--- src/masked_arith_defines.svh ---
`ifndef MASKED_ARITH_DEFINES_SVH
`define MASKED_ARITH_DEFINES_SVH

// Data path width in bits, one masked full adder per bit except the top
`define MA_WIDTH 8

// Generator reset state, must be nonzero for xorshift
`define MA_RNG_SEED 32'h6d2b_79f5

`endif

--- src/masked_share_pkg.sv ---
`include "masked_arith_defines.svh"

// ========================================
// Boolean share types
// ========================================
package masked_share_pkg;

    // One bit split into two XOR shares
    // True value is share1 ^ share0
    typedef struct packed {
        logic share1; // Upper domain
        logic share0; // Lower domain
    } share_bit_t;

    // Whole operand in shares, index 0 is the LSB
    typedef share_bit_t [`MA_WIDTH-1:0] share_word_t;

endpackage : masked_share_pkg

--- src/masked_op_pkg.sv ---
// ========================================
// Request and response formats
// ========================================
package masked_op_pkg;

    // Operation select
    typedef enum logic {
        ADD = 1'b0, // x + y
        SUB = 1'b1  // x - y
    } op_e;

    typedef logic [3:0] tag_t; // Opaque request id, echoed back

    typedef struct packed {
        op_e                           op;
        tag_t                          tag;
        masked_share_pkg::share_word_t x; // Minuend or addend
        masked_share_pkg::share_word_t y; // Subtrahend or addend
    } addsub_req_t;

    typedef struct packed {
        tag_t                          tag;
        masked_share_pkg::share_word_t s; // Result, still masked
    } addsub_rsp_t;

endpackage : masked_op_pkg

--- src/masked_full_adder.sv ---
`timescale 1ns/1ns

module masked_full_adder (
    input  logic                         clk,
    input  logic                         rst_n,
    input  logic                         zeroize,
    input  masked_share_pkg::share_bit_t x,
    input  masked_share_pkg::share_bit_t y,
    input  masked_share_pkg::share_bit_t c_in,
    input  logic                         rnd,   // Fresh mask bit, new each cycle
    output masked_share_pkg::share_bit_t s,
    output masked_share_pkg::share_bit_t c_out
);

    masked_share_pkg::share_bit_t p; // Propagate term x ^ y
    logic inner0; // Domain 0 own products
    logic inner1; // Domain 1 own products
    logic cross0; // Cross products landing in domain 0
    logic cross1; // Cross products landing in domain 1

    assign p = x ^ y; // Linear, done per share

    // Carry = x&y ^ c&p, both AND terms split by domain
    assign inner0 = (x.share0 & y.share0) ^ (c_in.share0 & p.share0);
    assign inner1 = (x.share1 & y.share1) ^ (c_in.share1 & p.share1);

    // Same rnd in both domains, cancels on unmasking
    assign cross0 = (x.share0 & y.share1) ^ (c_in.share0 & p.share1) ^ rnd;
    assign cross1 = (x.share1 & y.share0) ^ (c_in.share1 & p.share0) ^ rnd;

    always_ff @(posedge clk or negedge rst_n) begin
        if (!rst_n) begin
            s     <= '0;
            c_out <= '0;
        end else if (zeroize) begin
            s     <= '0; // Wipe secret shares
            c_out <= '0;
        end else begin
            s            <= p ^ c_in;
            c_out.share0 <= inner0 ^ cross0;
            c_out.share1 <= inner1 ^ cross1;
        end
    end

    // Zeroize must reach both output registers
    a_zeroize_clears: assert property (
        @(posedge clk) disable iff (!rst_n)
        zeroize |=> (s == '0 && c_out == '0)
    );

endmodule : masked_full_adder

--- src/masked_bool_addsub.sv ---
`timescale 1ns/1ns
`include "masked_arith_defines.svh"

module masked_bool_addsub (
    input  logic                          clk,
    input  logic                          rst_n,
    input  logic                          zeroize,
    input  logic                          sub,    // Carry-in of one for x + ~y + 1
    input  masked_share_pkg::share_word_t x,
    input  masked_share_pkg::share_word_t y,
    input  logic [`MA_WIDTH-1:0]          rnd,
    output masked_share_pkg::share_word_t s
);

    localparam int unsigned W = `MA_WIDTH;

    masked_share_pkg::share_bit_t [W-1:0] carry; // carry[i] enters bit i
    logic                                 sub_q; // Aligned with skew stage 0

    // ========================================
    // Carry-in
    // ========================================
    always_ff @(posedge clk or negedge rst_n) begin
        if (!rst_n) begin
            sub_q <= 1'b0;
        end else if (zeroize) begin
            sub_q <= 1'b0;
        end else begin
            sub_q <= sub;
        end
    end

    // Public constant one, carried in share0 only
    assign carry[0].share1 = 1'b0;
    assign carry[0].share0 = sub_q;

    // ========================================
    // Per-bit skew, add and deskew
    // ========================================
    for (genvar i = 0; i < W; i++) begin : g_bit
        masked_share_pkg::share_bit_t [i:0]     x_skew;  // i+1 stages
        masked_share_pkg::share_bit_t [i:0]     y_skew;
        masked_share_pkg::share_bit_t           sum_raw; // Registered sum of bit i
        masked_share_pkg::share_bit_t [W-1-i:0] sum_dly; // W-i stages

        // Bit i waits until carry from bit i-1 is ready
        always_ff @(posedge clk or negedge rst_n) begin
            if (!rst_n) begin
                x_skew <= '0;
                y_skew <= '0;
            end else if (zeroize) begin
                x_skew <= '0;
                y_skew <= '0;
            end else begin
                x_skew[0] <= x[i];
                y_skew[0] <= y[i];
                for (int j = 1; j <= i; j++) begin
                    x_skew[j] <= x_skew[j-1];
                    y_skew[j] <= y_skew[j-1];
                end
            end
        end

        if (i < W-1) begin : g_fa
            masked_full_adder u_fa (
                .clk     (clk),
                .rst_n   (rst_n),
                .zeroize (zeroize),
                .x       (x_skew[i]),
                .y       (y_skew[i]),
                .c_in    (carry[i]),
                .rnd     (rnd[i]),
                .s       (sum_raw),
                .c_out   (carry[i+1])
            );
        end else begin : g_top
            // No carry out needed, spare rnd bit refreshes the shares
            always_ff @(posedge clk or negedge rst_n) begin
                if (!rst_n) begin
                    sum_raw <= '0;
                end else if (zeroize) begin
                    sum_raw <= '0;
                end else begin
                    sum_raw <= x_skew[i] ^ y_skew[i] ^ carry[i] ^ {2{rnd[i]}};
                end
            end
        end

        // Low bits finish early and wait here for the top bit
        always_ff @(posedge clk or negedge rst_n) begin
            if (!rst_n) begin
                sum_dly <= '0;
            end else if (zeroize) begin
                sum_dly <= '0;
            end else begin
                sum_dly[0] <= sum_raw;
                for (int j = 1; j <= W-1-i; j++) begin
                    sum_dly[j] <= sum_dly[j-1];
                end
            end
        end

        assign s[i] = sum_dly[W-1-i]; // All bits leave together
    end

endmodule : masked_bool_addsub

--- src/masked_addsub_ctrl.sv ---
`timescale 1ns/1ns
`include "masked_arith_defines.svh"

module masked_addsub_ctrl (
    input  logic                          clk,
    input  logic                          rst_n,
    input  logic                          zeroize,
    input  logic                          req_valid,
    input  masked_op_pkg::addsub_req_t    req,
    input  masked_share_pkg::share_word_t s,      // Result from the adder
    output masked_share_pkg::share_word_t x,
    output masked_share_pkg::share_word_t y,
    output logic                          sub,
    output logic                          rsp_valid,
    output masked_op_pkg::addsub_rsp_t    rsp
);

    localparam int unsigned DLY = `MA_WIDTH + 2; // Matches adder latency

    logic                                  is_sub;
    masked_share_pkg::share_word_t         y_in;      // y, inverted for SUB
    logic                                  valid_q;
    masked_op_pkg::tag_t                   tag_q;
    logic [DLY-1:0]                        valid_dly;
    masked_op_pkg::tag_t [DLY-1:0]         tag_dly;

    assign is_sub = (req.op == masked_op_pkg::SUB);

    // Flipping one share flips the true value
    always_comb begin
        for (int i = 0; i < `MA_WIDTH; i++) begin
            y_in[i].share1 = req.y[i].share1;
            y_in[i].share0 = req.y[i].share0 ^ is_sub;
        end
    end

    // ========================================
    // Input register and valid line
    // ========================================
    always_ff @(posedge clk or negedge rst_n) begin
        if (!rst_n) begin
            x         <= '0;
            y         <= '0;
            sub       <= 1'b0;
            valid_q   <= 1'b0;
            valid_dly <= '0;
        end else if (zeroize) begin
            x         <= '0; // Drops everything in flight
            y         <= '0;
            sub       <= 1'b0;
            valid_q   <= 1'b0;
            valid_dly <= '0;
        end else begin
            x         <= req.x;
            y         <= y_in;
            sub       <= is_sub;
            valid_q   <= req_valid;
            valid_dly <= {valid_dly[DLY-2:0], valid_q};
        end
    end

    // Tag is public, only follows the valid line
    always_ff @(posedge clk) begin
        tag_q   <= req.tag;
        tag_dly <= {tag_dly[DLY-2:0], tag_q};
    end

    assign rsp_valid = valid_dly[DLY-1];

    always_comb begin
        rsp.tag = tag_dly[DLY-1];
        rsp.s   = s; // Still masked
    end

    a_valid_known: assert property (
        @(posedge clk) disable iff (!rst_n) !$isunknown(rsp_valid)
    );

    a_zeroize_kills_rsp: assert property (
        @(posedge clk) disable iff (!rst_n) zeroize |=> !rsp_valid
    );

endmodule : masked_addsub_ctrl

--- src/masked_rng.sv ---
`timescale 1ns/1ns
`include "masked_arith_defines.svh"

module masked_rng (
    input  logic                 clk,
    input  logic                 rst_n,
    input  logic                 zeroize,
    output logic [`MA_WIDTH-1:0] rnd     // One bit per adder stage
);

    logic [31:0] state;
    logic [31:0] step_a; // After << 13
    logic [31:0] step_b; // After >> 17
    logic [31:0] nxt;    // After << 5

    // Xorshift32 step, bijective so zero is never reached
    always_comb begin
        step_a = state ^ (state << 13);
        step_b = step_a ^ (step_a >> 17);
        nxt    = step_b ^ (step_b << 5);
    end

    always_ff @(posedge clk or negedge rst_n) begin
        if (!rst_n) begin
            state <= `MA_RNG_SEED;
        end else if (zeroize) begin
            state <= `MA_RNG_SEED; // Restart sequence
        end else begin
            state <= nxt;
        end
    end

    assign rnd = state[`MA_WIDTH-1:0];

    // A zero state would lock the generator
    a_state_nonzero: assert property (
        @(posedge clk) disable iff (!rst_n) state != '0
    );

endmodule : masked_rng

--- src/masked_arith_top.sv ---
`timescale 1ns/1ns
`include "masked_arith_defines.svh"

module masked_arith_top (
    input  logic                       clk,
    input  logic                       rst_n,
    input  logic                       zeroize,
    input  logic                       req_valid,
    input  masked_op_pkg::addsub_req_t req,
    output logic                       rsp_valid,
    output masked_op_pkg::addsub_rsp_t rsp
);

    masked_share_pkg::share_word_t x;   // Registered operands
    masked_share_pkg::share_word_t y;
    masked_share_pkg::share_word_t s;   // Adder result
    logic                          sub;
    logic [`MA_WIDTH-1:0]          rnd;

    masked_addsub_ctrl u_ctrl (
        .clk       (clk),
        .rst_n     (rst_n),
        .zeroize   (zeroize),
        .req_valid (req_valid),
        .req       (req),
        .s         (s),
        .x         (x),
        .y         (y),
        .sub       (sub),
        .rsp_valid (rsp_valid),
        .rsp       (rsp)
    );

    masked_rng u_rng (
        .clk     (clk),
        .rst_n   (rst_n),
        .zeroize (zeroize),
        .rnd     (rnd)
    );

    masked_bool_addsub u_addsub (
        .clk     (clk),
        .rst_n   (rst_n),
        .zeroize (zeroize),
        .sub     (sub),
        .x       (x),
        .y       (y),
        .rnd     (rnd),
        .s       (s)
    );

endmodule : masked_arith_top

--- config.mk ---
export PLATFORM = sky130hd
export DESIGN_NAME = masked_arith_top
export DESIGN_NICKNAME = d
export VERILOG_FILES = /design/src/masked_share_pkg.sv /design/src/masked_op_pkg.sv /design/src/masked_full_adder.sv /design/src/masked_bool_addsub.sv /design/src/masked_addsub_ctrl.sv /design/src/masked_rng.sv /design/src/masked_arith_top.sv
export VERILOG_INCLUDE_DIRS = /design/src
export SDC_FILE = /design/constraint.sdc
export NUM_CORES = 1
export LEC_CHECK = 0
export BUFFER_PORTS_ARGS = -buffer_cell sky130_fd_sc_hd__buf_2
export CAP_MARGIN = 20
export CORE_ASPECT_RATIO = 0.7
export CORE_MARGIN = 1.5
export CORE_UTILIZATION = 45
export DETAILED_ROUTE_END_ITERATION = 12
export HOLD_SLACK_MARGIN = 0.06
export SLEW_MARGIN = 20
export SYNTH_ARGS = -nofsm -noshare
export SYNTH_HDL_FRONTEND = slang
export SYNTH_SLANG_ARGS = --single-unit
--- constraint.sdc ---
create_clock -name clk -period 3.14 [get_ports clk]
set_input_delay 0.785 -clock clk [delete_from_list [all_inputs] [get_ports clk]]
set_output_delay 0.785 -clock clk [all_outputs]
set_load 0.01 [all_outputs]
==> summary.md <==
| Metric | Value |
|---|---|
| Hpwl dp | 10000 um |
| Die X | 208 um |
| Die Ht | 146 um |
| P_sw | 0.00289 W |
| Max stage delay on crit path | 360 ps |
| First-pass iteration count of the detailed router | 4 |
| Post-synthesis sequential area ratio | 68.0% |
| Worst setup EP type | primary output |
| Clock buffer depth | 3 |
| Synth top area share | 57.4% |
| Max_slew headroom | 44.4% |
| Post-CTS sizing | 0 |
| CP Max Fanout | 1 |
| Most frequent cells after synthesis | dfrtp_1, nor2b_1, xnor2_1 |
| Cell count after synthesis | 944 |
| Die ar. | 30400 um^2 |
| TNS Setup | 0 ps |
| # nets final | 1058 |
| Cell Area, Synth | 13200 um^2 |
| Core Area | 28900 um^2 |
| Tot Pwr | 0.0117 W |
| Final Cycle Share | 56.8% |
| Area grow syn2layout | 12.8% |
| Min cycle time layout | 1780 ps |
| CP delay by family, top | flip-flops |
| Setup bufs post-CTS | 0 |
| Vias | 5997 |
| Sw Share | 24.6% |
| Worst r2r path cells | 5 |
| P_leak | 7.23 nW |
| Fmax achieved | 561 MHz |
| Pwr Density | 787 nW/um^2 |
| # setup viols final | 0 |
| Count leader, synth | dfrtp_1 |
| Post-Synth Adder-Cell Area | 3.20% |
| Initial DRC Count | 394 |
| Vias in the first global route | 5973 |
| CTS buffer count | 35 |
| CTS tree | built |
| Req. time, crit path | 2350 ps |
| Compound-Gate Fraction of Synth Area | 0% |
| Clock Power Share | 33.6% |
| Synth Area per Inst | 14.0 um^2 |
| Net count after synthesis | 1011 |
| Critical Path Slowest Stage Cell | dfrtp_1 |
| Seq pwr share | 46.6% |
| Gpl congestion | 0.720 |
| Combinational share of power | 19.7% |
| Synth warnings | 0 |
| Synth Area in XOR/XNOR | 10.1% |
| Max-Cap Viols | 0 |
| Simple-gate area share of the yosys netlist | 15.2% |
| #FFs+latches synth | 367 |
| Async SR Flop Fraction | 88.0% |
| Main combinational cell family by area after synthesis | simple AND/OR/NAND/NOR gates |
| Starting density of the core | 45.8% |
| Post-synth EDFFs | 0 |
| Worst setup SP type | flop |
| Worst r2r src | u_addsub.g_bit[6].x_skew[13]$_DFF_PN0_ |
| Post-synth top flop | dfrtp_1 |
| Status | finished clean |
| Vias/cell | 4.31 |
| Largest net degree at the start of global routing | 143 |
| Clock transition at path regs | 60 ps |
| Tot GR Track Use | 12.4% |
| Int Pwr | 0.00885 W |
| Number of fill cells | 2507 |
| RSZ-0062 raised after global routing | no |
| CTS root buf | clkbuf_16 |
| Worst-margin pin slew | 834 ps |
| Slew Viols, Final | 0 |
| Worst vdd ir | 0.427 mV |
| Clk_skew | 16.8 ps |
| Std cell rows | 52 |
| Distinct cells, synth | 23 |
| Final antenna-violating net count | 0 |
| Synth area leaders | dfrtp_1, nor2b_1, dfxtp_1 |
| CP arrival | 1000 ps |
| # diodes | 0 |
| Mux cell area share after synthesis | 0% |
| Initial antenna violation count | 0 |
| PortBufs | 61 |
| Fraction of layout cells with a size suffix above 1 | 14.3% |
| Setup slack, reg-to-reg | 1480 ps |
| DR WL/cell | 12.7 um |
| Hold Path Class | in -> async |
| Skew-Pair Late Insertion Delay | 510 ps |
| DRC | 0 |
| First-pass GRT wire length | 30400 um |
| Yosys top cell by area | dfrtp_1 |
| IO Pins | 62 |
| Hold_buf cts | 0 |
| CP Buf/Inv Count | 1 |
| Crit Path Class | reg -> out |
| Grt ovf | 0 |
| Worst-path cell chain | buf_2 |
| Detailed Route WL | 17700 um |
| Crit Reg-Reg Endpoint | u_addsub.g_bit[6].g_fa.u_fa.c_out[1]$_DFF_PN0_ |
| H-tree lvl count | 2 |
| CTS sink cnt | 367 |
| Final Hold Fails | 0 |
## power groups by stage
stage                     Sequential [W]  Clock [W]  Combinational [W]
after detailed placement         0.00557          0            0.00234
after CTS                        0.00548    0.00411            0.00236
final                            0.00547    0.00395            0.00232
after global placement           0.00556          0            0.00231
after global routing             0.00552    0.00430            0.00256
after floorplan                  0.00543          0            0.00204
## through the flow
stage	setup WS [ps]	hold slack [ps]	cells	utilization (%)	instance area, um^2
floorplan	1480	310	944	-	13200
global placement	1060	310	1332	47.9	13800
detailed placement	1050	312	1332	47.9	13800
CTS	1320	225	1391	51.6	14900
global route	1300	246	1391	51.6	14900
finish	1360	221	1391	51.6	14900
## registers in the layout, indices dropped and copies added, names as in the netlist
name / count
u_addsub.sub_q: 1
u_addsub.s: 16
u_ctrl.tag_dly: 36
u_ctrl.tag_q: 4
u_ctrl.y: 16
u_ctrl.sub: 1
u_ctrl.valid_q: 1
u_addsub.g_bit.g_fa.u_fa.c_out: 14
u_ctrl.x: 16
u_ctrl.valid_dly: 10
u_addsub.g_bit.y_skew: 72
u_addsub.g_bit.sum_dly: 56
u_addsub.g_bit.x_skew: 72
u_rng.state: 32
u_addsub.g_bit.g_fa.u_fa.s: 14
u_addsub.g_bit.sum_raw: 2
u_ctrl.rsp: 4
## cells by family (layout without fill, tap and decap cells)
logic type | Yosys count | count (layout)
xor+xnor | 99 | 99
simple gates | 352 | 352
flops | 367 | 367
buf+inv | 100 | 169
fa+ha+maj | 26 | 26
## per-layer routing
layer	share of wire [%]	wire (um)	global-route usage [%]
met1	51	8970	18.6
met2	43	7570	17.5
met3	4.3	758	3.33
met4	2.4	429	4.56
met5	0	0	0
## final cells by class
| class | count | area (um^2) | area share (%) |
|---|---|---|---|
| well taps | 378 | 473 | 3.17 |
| clock inverters | 7 | 40.0 | 0.268 |
| clock buffers | 52 | 1030 | 6.92 |
| flip-flops and latches | 367 | 8990 | 60.3 |
| inverters | 39 | 146 | 0.982 |
| repair buffers | 71 | 463 | 3.10 |
| multi-input cells | 477 | 3770 | 25.3 |
## cell usage in the layout (no fill, tap or decap), types with 5 or more instances in the layout
cell and n:
dfrtp_1 303, clkbuf_8 5, buf_4 5, xnor2_1 63, nor2b_1 254, nor2_1 50
inv_1 39, xnor3_1 28, buf_12 5, clkbuf_16 37, ha_1 13, fa_1 13
dfstp_2 20, buf_2 59, dfxtp_1 44, nand2_1 28, nand2b_1 16, clkbuf_1 10
## worst max-delay path by stage
stage	slack [ps]	end	from	depth (start not counted)
6_report	1360	rsp[1]	u_addsub.s[1]$_DFF_PN0_	1
5_1_grt	1300	rsp_valid	u_ctrl.valid_dly[9]$_DFF_PN0_	1
4_1_cts	1320	rsp[1]	u_addsub.s[1]$_DFF_PN0_	1
3_5_place_dp	1050	u_addsub.g_bit[5].y_skew[1]$_DFF_PN0_	zeroize	3
3_3_place_gp	1060	u_ctrl.y[8]$_DFF_PN0_	zeroize	3
2_1_floorplan	1480	u_addsub.g_bit[0].g_fa.u_fa.c_out[0]$_DFF_PN0_	zeroize	4
Note: power is estimated with default switching activity, not from simulation.
